<file path="src/init_params.svh">
`ifndef INIT_PARAMS_SVH
`define INIT_PARAMS_SVH

// Tables written by one initialization pass
`define INIT_NUM_TABLES 4

// Shared write port sizing
`define INIT_ADDR_W 8
`define INIT_DATA_W 40                  // BTB entries are the widest

// Entry counts per table
`define INIT_BTB_DEPTH 256
`define INIT_BHT_DEPTH 256
`define INIT_REG_DEPTH 32
`define INIT_MEM_DEPTH 27               // Data memory preload words

`endif

</file>
<file path="src/init_cfg_pkg.sv">
`include "init_params.svh"

package init_cfg_pkg;

    // Encoding matches the wr_table value on the write port
    typedef enum logic [1:0]
    {
        BTB  = 2'd0,
        BHT  = 2'd1,
        REGF = 2'd2,
        DMEM = 2'd3
    } table_id_e;

    typedef enum logic [1:0]
    {
        PAT_ZERO,                       // Every entry cleared
        PAT_INDEX,                      // Entry holds its own address
        PAT_SEQ9                        // Counts 1 to 9 twice, then zero
    } fill_pat_e;

    function automatic int table_depth(table_id_e id);
        case (id)
            BTB:     return `INIT_BTB_DEPTH;
            BHT:     return `INIT_BHT_DEPTH;
            REGF:    return `INIT_REG_DEPTH;
            default: return `INIT_MEM_DEPTH;
        endcase
    endfunction

    function automatic fill_pat_e table_pattern(table_id_e id);
        case (id)
            REGF:    return PAT_INDEX;
            DMEM:    return PAT_SEQ9;
            default: return PAT_ZERO;
        endcase
    endfunction

endpackage

</file>
<file path="src/init_fsm_pkg.sv">
package init_fsm_pkg;

    // Reset lands in SEQ_IDLE and a pass starts from it directly
    typedef enum logic [1:0]
    {
        SEQ_IDLE,
        SEQ_START,
        SEQ_RUN,
        SEQ_DONE
    } seq_state_e;

    typedef enum logic [1:0]
    {
        WALK_IDLE,
        WALK_REQ,
        WALK_FIN
    } walk_state_e;

endpackage

</file>
<file path="src/walker_if.sv">
`timescale 1ns/1ns
`include "init_params.svh"

interface walker_if;

    logic                    req;       // Entry pending
    logic                    grant;     // Entry taken at this edge
    logic [`INIT_ADDR_W-1:0] addr;
    logic [`INIT_DATA_W-1:0] data;
    logic                    finished;

    modport walker
    (
        output req, addr, data, finished,
        input  grant
    );

    modport merger
    (
        input  req, addr, data,
        output grant
    );

    // The sequencer only needs to know when a table is complete
    modport monitor
    (
        input finished
    );

endinterface

</file>
<file path="src/init_fabric_top.sv">
`timescale 1ns/1ns
`include "init_params.svh"

module init_fabric_top
(
    input  logic                    clk,
    input  logic                    rst_i,
    input  logic                    init_req,
    input  logic                    hold,
    output logic                    wr_en,
    output init_cfg_pkg::table_id_e wr_table,
    output logic [`INIT_ADDR_W-1:0] wr_addr,
    output logic [`INIT_DATA_W-1:0] wr_data,
    output logic                    init_busy,
    output logic                    init_done
);

    logic start;

    walker_if walk [`INIT_NUM_TABLES] ();

    init_sequencer u_sequencer
    (
        .clk       (clk),
        .rst_i     (rst_i),
        .init_req  (init_req),
        .start     (start),
        .init_busy (init_busy),
        .init_done (init_done),
        .walk      (walk)
    );

    // Loop index doubles as the table id
    for (genvar i = 0; i < `INIT_NUM_TABLES; i++)
    begin : g_walker
        table_walker
        #(
            .TABLE_ID (init_cfg_pkg::table_id_e'(i))
        )
        u_walker
        (
            .clk   (clk),
            .rst_i (rst_i),
            .start (start),
            .port  (walk[i])
        );
    end

    write_merger u_merger
    (
        .clk      (clk),
        .rst_i    (rst_i),
        .hold     (hold),
        .walk     (walk),
        .wr_en    (wr_en),
        .wr_table (wr_table),
        .wr_addr  (wr_addr),
        .wr_data  (wr_data)
    );

endmodule

</file>
<file path="src/init_sequencer.sv">
`timescale 1ns/1ns
`include "init_params.svh"

module init_sequencer
(
    input  logic      clk,
    input  logic      rst_i,
    input  logic      init_req,
    output logic      start,
    output logic      init_busy,
    output logic      init_done,
    walker_if.monitor walk [`INIT_NUM_TABLES]
);

    init_fsm_pkg::seq_state_e    state_q;
    logic [`INIT_NUM_TABLES-1:0] fin_vec;

    for (genvar i = 0; i < `INIT_NUM_TABLES; i++)
    begin : g_fin
        assign fin_vec[i] = walk[i].finished;
    end

    always_ff @(posedge clk)
    begin
        if (rst_i)
        begin
            state_q <= init_fsm_pkg::SEQ_IDLE;
        end
        else
        begin
            case (state_q)
                init_fsm_pkg::SEQ_IDLE, init_fsm_pkg::SEQ_START:
                begin
                    state_q <= init_fsm_pkg::SEQ_RUN;
                end
                init_fsm_pkg::SEQ_RUN:
                begin
                    // Last flag rises the cycle its final entry is on the port
                    if (&fin_vec)
                        state_q <= init_fsm_pkg::SEQ_DONE;
                end
                default:
                begin
                    if (init_req)
                        state_q <= init_fsm_pkg::SEQ_START;
                end
            endcase
        end
    end

    // Tables are unknown after reset, so leaving reset kicks a pass on its own
    assign start     = (state_q == init_fsm_pkg::SEQ_IDLE) ||
                       (state_q == init_fsm_pkg::SEQ_START);
    assign init_busy = (state_q == init_fsm_pkg::SEQ_RUN);
    assign init_done = (state_q == init_fsm_pkg::SEQ_DONE);

    // A start pulse has to pull every walker out of its finished state
    a_start_clears_fin: assert property (@(posedge clk) disable iff (rst_i)
        start |=> !start && (fin_vec == '0));

endmodule

</file>
<file path="src/table_walker.sv">
`timescale 1ns/1ns
`include "init_params.svh"

module table_walker
#(
    parameter init_cfg_pkg::table_id_e TABLE_ID = init_cfg_pkg::BTB
)
(
    input  logic     clk,
    input  logic     rst_i,
    input  logic     start,
    walker_if.walker port
);

    localparam int DEPTH = init_cfg_pkg::table_depth(TABLE_ID);
    localparam init_cfg_pkg::fill_pat_e PATTERN = init_cfg_pkg::table_pattern(TABLE_ID);
    localparam logic [`INIT_ADDR_W-1:0] LAST_ADDR = `INIT_ADDR_W'(DEPTH - 1);
    localparam int SEQ9_SPAN = 18;      // Two full runs of 1..9, zeros after

    init_fsm_pkg::walk_state_e state_q;
    logic [`INIT_ADDR_W-1:0]   addr_q;
    logic [3:0]                mod9_q;  // Tracks addr_q mod 9
    logic [`INIT_DATA_W-1:0]   seq9_val;

    always_ff @(posedge clk)
    begin
        if (rst_i)
        begin
            state_q <= init_fsm_pkg::WALK_IDLE;
            addr_q  <= '0;
            mod9_q  <= '0;
        end
        else
        begin
            case (state_q)
                init_fsm_pkg::WALK_IDLE, init_fsm_pkg::WALK_FIN:
                begin
                    if (start)
                    begin
                        state_q <= init_fsm_pkg::WALK_REQ;
                        addr_q  <= '0;
                        mod9_q  <= '0;
                    end
                end
                init_fsm_pkg::WALK_REQ:
                begin
                    // The merger takes the entry at this edge
                    if (port.grant)
                    begin
                        if (addr_q == LAST_ADDR)
                        begin
                            state_q <= init_fsm_pkg::WALK_FIN;
                        end
                        else
                        begin
                            addr_q <= addr_q + 1'b1;
                            mod9_q <= (mod9_q == 4'd8) ? 4'd0 : mod9_q + 4'd1;
                        end
                    end
                end
                default:
                begin
                    state_q <= init_fsm_pkg::WALK_IDLE;
                end
            endcase
        end
    end

    always_comb
    begin
        seq9_val = '0;
        if (int'(addr_q) < SEQ9_SPAN)
            seq9_val = `INIT_DATA_W'(mod9_q) + `INIT_DATA_W'(1);

        case (PATTERN)
            init_cfg_pkg::PAT_INDEX: port.data = `INIT_DATA_W'(addr_q);
            init_cfg_pkg::PAT_SEQ9:  port.data = seq9_val;
            default:                 port.data = '0;
        endcase
    end

    assign port.req      = (state_q == init_fsm_pkg::WALK_REQ);
    assign port.addr     = addr_q;
    assign port.finished = (state_q == init_fsm_pkg::WALK_FIN);

    // The counter must stop on the last entry and never offer one past the table
    a_addr_in_range: assert property (@(posedge clk) disable iff (rst_i)
        port.req |-> (int'(port.addr) < DEPTH));

endmodule

</file>
<file path="src/write_merger.sv">
`timescale 1ns/1ns
`include "init_params.svh"

module write_merger
(
    input  logic                    clk,
    input  logic                    rst_i,
    input  logic                    hold,
    walker_if.merger                walk [`INIT_NUM_TABLES],
    output logic                    wr_en,
    output init_cfg_pkg::table_id_e wr_table,
    output logic [`INIT_ADDR_W-1:0] wr_addr,
    output logic [`INIT_DATA_W-1:0] wr_data
);

    localparam int NUM   = `INIT_NUM_TABLES;
    localparam int SEL_W = $clog2(NUM);

    logic [NUM-1:0]          req_vec;
    logic [NUM-1:0]          grant_vec;
    logic [`INIT_ADDR_W-1:0] addr_arr [NUM];
    logic [`INIT_DATA_W-1:0] data_arr [NUM];
    logic [SEL_W-1:0]        last_q;    // Walker granted most recently
    logic [SEL_W-1:0]        sel;
    logic [SEL_W-1:0]        cand;
    logic                    found;

    // Interface arrays only take constant indices, so flatten them here
    for (genvar i = 0; i < NUM; i++)
    begin : g_flat
        assign req_vec[i]    = walk[i].req;
        assign addr_arr[i]   = walk[i].addr;
        assign data_arr[i]   = walk[i].data;
        assign walk[i].grant = grant_vec[i];
    end

    // Search starts one past the last winner so every table gets its turn
    always_comb
    begin
        grant_vec = '0;
        sel       = last_q;
        cand      = last_q;
        found     = 1'b0;
        for (int off = 1; off <= NUM; off++)
        begin
            cand = SEL_W'((int'(last_q) + off) % NUM);
            if (!found && req_vec[cand])
            begin
                sel   = cand;
                found = 1'b1;
            end
        end
        if (found && !hold)
            grant_vec[sel] = 1'b1;
    end

    always_ff @(posedge clk)
    begin
        if (rst_i)
        begin
            wr_en  <= 1'b0;
            last_q <= SEL_W'(NUM - 1);  // BTB wins the first slot
        end
        else
        begin
            wr_en <= |grant_vec;
            if (|grant_vec)
                last_q <= sel;
        end
    end

    always_ff @(posedge clk)
    begin
        if (|grant_vec)
        begin
            wr_table <= init_cfg_pkg::table_id_e'(sel);
            wr_addr  <= addr_arr[sel];
            wr_data  <= data_arr[sel];
        end
    end

    a_grant_onehot: assert property (@(posedge clk) disable iff (rst_i)
        $onehot0(grant_vec));

    a_grant_to_req: assert property (@(posedge clk) disable iff (rst_i)
        (grant_vec & ~req_vec) == '0);

endmodule
</file>
<file path="config.mk">
export PLATFORM = sky130hd
export DESIGN_NAME = init_fabric_top
export DESIGN_NICKNAME = d
export VERILOG_FILES = /design/src/init_cfg_pkg.sv /design/src/init_fsm_pkg.sv /design/src/walker_if.sv /design/src/init_fabric_top.sv /design/src/init_sequencer.sv /design/src/table_walker.sv /design/src/write_merger.sv
export VERILOG_INCLUDE_DIRS = /design/src /design/src/src
export SDC_FILE = /design/constraint.sdc
export NUM_CORES = 1
export LEC_CHECK = 0
export ABC_CLOCK_PERIOD_IN_PS = 2000
export BUFFER_PORTS_ARGS = -buffer_cell sky130_fd_sc_hd__buf_2
export CAP_MARGIN = 0
export CELL_PAD_IN_SITES_DETAIL_PLACEMENT = 0
export CELL_PAD_IN_SITES_GLOBAL_PLACEMENT = 2
export CORE_ASPECT_RATIO = 0.9
export CORE_MARGIN = 5
export CORE_UTILIZATION = 32
export DETAILED_ROUTE_END_ITERATION = 8
export PLACE_DENSITY = 0.86
export SYNTH_ARGS = -nofsm -noshare
export SYNTH_HDL_FRONTEND = slang
export SYNTH_SLANG_ARGS = --single-unit
export TNS_END_PERCENT = 100
</file>
<file path="constraint.sdc">
create_clock -name clk -period 2 [get_ports clk]
set_input_delay 0.4 -clock clk [delete_from_list [all_inputs] [get_ports clk]]
set_output_delay 0.4 -clock clk [all_outputs]
set_load 0.02 [all_outputs]
</file>
==> metrics.cfg <==
[synth]
ys_seq_area_share_pct = 40.7
yosysWarnings = 0
synth_top_cell_by_area = dfxtp_1
synth_area_leaders = dfxtp_1, edfxtp_1, buf_4
ys_ff_latch = 67
syn-cell-area_um2 = 3730
ys_types = 60
synthFlopType = dfxtp_1
synthArstFlopShare_pct = 0
synth_edf_count = 18
synth_top_area_share_pct = 26.3
avgSynthCellArea_um2 = 9.20
syn_inst = 406

[sta]
fin_tns_setup_ns = -0.199
max-slew-margin-rel_pct = 49.6
hold_violations = 0
worst_slack_ns = -0.0683
finalSetupViolCount = 5
fmax_mhz = 484
fin_crit_sh_pct = 103
period_needed_ns = 2.07
drv_slew = 0
rsz0062_at_grt = true
max_slew.worst_pin.slew_ns = 0.754
finClkSkew_ns = 0.00759

[floorplanning]
fp.dieH_um = 112
start_util_pct = 32.7
die_area_um2 = 13900
row_count = 37
die-width_um = 124
num_io_pins = 57
design.core.area_um2 = 11400

[worst_setup_path]
worst_ep_required_time_ns = 2.22
worst_setup_path_start_kind = register
rr_endpoint = g_walker[2].u_walker.port.addr[6]$_SDFFE_PP0P_
worst-path-max-fanout = 12
reg2reg_slack_ns = -0.07
crit_start = g_walker[2].u_walker.port.addr[0]$_SDFFE_PP0P_
path_delay_family = compound AO/OA/AOI/OAI gates
r2r_cells = 7
end_kind = register
path_cells = ha_1 -> nand4_1 -> nor4_1 -> o22a_1 -> a211oi_2 -> a21oi_1 -> a41o_1
slowest_delay_ns = 0.65
worstSetupPathType = reg -> reg
arrival_ns = 2.28
r2r-start = g_walker[2].u_walker.port.addr[0]$_SDFFE_PP0P_
slowest_stage = a211oi_2
crit_buf_inv = 0

[drt]
drcViolationCount = 0
first_pass_iters = 5
wl_met3_um = 590
dr.first_iter.drc_count = 295
wl_per_cell_um = 15.0
dr_wl_met2_um = 4460
wirelength_um = 10100
vias = 3340
highest_layer = met4
avgViaCountPerCell = 4.99
ant_nets = 0
met1_length_um = 4800

[global_route]
first_global_vias = 3133
grt_max_degree = 27
antenna_found_initial = 0
grt.total_usage_pct = 14.1
grt.overflow.total = 0
grt_pass1_wl_um = 15600

[clock_network]
cts_buffer_depth = 2
insertion_delay_ns = 0.33
htreeDepth = 3
clkTransAtPathRegs_ns = 0.06
numCtsBuffers = 9
cts_sinks = 67
cts_tree = done
clock_tree.root_cell = clkbuf_16
cts_hold_buf = 0

[placed_design]
io_buffers = 24
gp_congestion = 0.908
post-dp-hpwl_um = 7370

[pwr]
clkPwrFrac_pct = 42.9
leakage_nw = 2.04
power_frac_seq_pct = 36.1
ir_drop_v = 0.000478
p_switching_mw = 1.14
internal-power_mw = 3.01
sw_frac_of_total_pct = 27.5
combPwrFrac_pct = 21.1
p_per_area_nw_per_um2 = 833

[layout]
multi_input_area_um2 = 2110
diodes = 0
drive_above_1_share_pct = 32.0
areaGrowthSynthToFinish_pct = 33.2
final_util_pct = 43.5
nets = 519
fillers = 1120
regArea_um2 = 1540

[hold_path]
holdPathEnd = u_sequencer.state_q[1]$_SDFFE_PP0P_
hold_path_depth = 2
min-delay-start = init_req
hold_class = in -> reg

[flow_run]
drv_cap = 0

[run_status]
outcome = finished, violations left
violations = negative setup slack

[final cells by class]
type	count	share of cell area, %
clock buffers	11	5.11
clock inverters	5	1.69
inverters	12	0.956
multi-input cells	314	42.4
flip-flops and latches	67	30.9
well taps	156	3.92
repair buffers	104	15.0
[cells by family after synthesis]
group	count (synthesis)	share of synthesized area, %
AOI/OAI and AO/OA	112	19.5
xor gates and xnor gates	2	0.469
adders and majority gates	7	2.34
buffers and inverters	56	9.38
DFF	67	40.7
muxes	12	6.47
other	1	0.100
and+or+nand+nor	149	21.0
[routing by layer]
metal,global-route usage [%],vias up
met1,20.1,1562
met2,21.0,124
met4,4.35,0
met5,0,-
li1,-,1640
met3,3.22,14
[repair_timing]
action,CTS,global route
setup buffers,0,14
setup endpoints to repair,23,46
pin swaps,3,11
gates resized for setup,11,47
[Yosys cell counts, types with 3 or more instances]
master,number
and2b_1,3
buf_4,32
a21oi_1,21
ha_1,7
nand2b_1,9
nand3b_1,4
edfxtp_1,18
inv_1,11
and3_1,11
nand2_1,31
nor2b_1,9
o21a_1,3
nand3_1,20
dfxtp_1,49
buf_2,4
or3_1,3
mux4_2,3
nor2_1,31
a31oi_1,8
clkbuf_1,6
o21ai_0,41
a21o_1,4
a211oi_1,3
nand4_1,5
o31ai_1,13
mux4_1,5
and2_1,5
nor3_1,4
[worst max path at each step]
stage / cells after the start / to
floorplan: 7 / u_merger.wr_addr[5]$_DFFE_PP_
global placement: 7 / g_walker[2].u_walker.port.addr[6]$_SDFFE_PP0P_
detailed placement: 7 / g_walker[2].u_walker.port.addr[6]$_SDFFE_PP0P_
CTS: 7 / g_walker[2].u_walker.port.addr[6]$_SDFFE_PP0P_
global route: 7 / g_walker[2].u_walker.port.addr[7]$_SDFFE_PP0P_
finish: 7 / g_walker[2].u_walker.port.addr[6]$_SDFFE_PP0P_
[power groups by stage]
stage          sequential (mW)  clock [mW]  combinational, mW
3_5_place_dp              1.52           0              0.715
6_report                  1.50        1.78              0.873
5_1_grt                   1.50        1.87              0.941
2_1_floorplan             1.56           0              0.455
4_1_cts                   1.49        1.80              0.740
3_3_place_gp              1.52           0              0.710
[per-stage QoR]
| stage | hold WS [ns] | instance area, µm² | power, mW | setup slack (ns) | std cells |
|---|---|---|---|---|---|
| after floorplan | 0.449 | 3870 | 2.01 | -0.0544 | 437 |
| after detailed placement | 0.512 | 4370 | 2.23 | -0.454 | 639 |
| final | 0.257 | 4970 | 4.14 | -0.0683 | 669 |
| after CTS | 0.253 | 4740 | 4.03 | -0.0347 | 655 |
| after global routing | 0.267 | 4970 | 4.31 | -0.159 | 669 |
| after global placement | 0.513 | 4370 | 2.23 | -0.375 | 639 |
[flip-flops by register name, summed over array words and instances, names as in the netlist]
signal,flops
g_walker.u_walker.mod9_q,4
g_walker.u_walker.port.addr,32
g_walker.u_walker.state_q,8
u_merger.last_q,2
u_merger.wr_addr,8
u_merger.wr_data,8
u_merger.wr_en,1
u_merger.wr_table,2
u_sequencer.state_q,2
[placed cells by master (no fill, tap or decap), types with 3 or more instances in the layout]
cell type / instances
a21o_1: 4
a21oi_1: 21
a31oi_1: 6
and2_1: 5
and2b_1: 3
and3_1: 10
buf_2: 24
buf_4: 73
buf_6: 7
clkbuf_16: 10
conb_1: 32
dfxtp_1: 41
dfxtp_2: 5
dfxtp_4: 3
edfxtp_1: 18
ha_1: 7
inv_1: 11
mux4_2: 8
nand2_1: 31
nand2b_1: 7
nand2b_4: 3
nand3_1: 20
nand3b_1: 4
nand4_1: 5
nor2_1: 31
nor2b_1: 8
o21a_1: 3
o21ai_0: 32
o21ai_1: 7
o31ai_1: 11
Power figures use the tool's default switching activity.
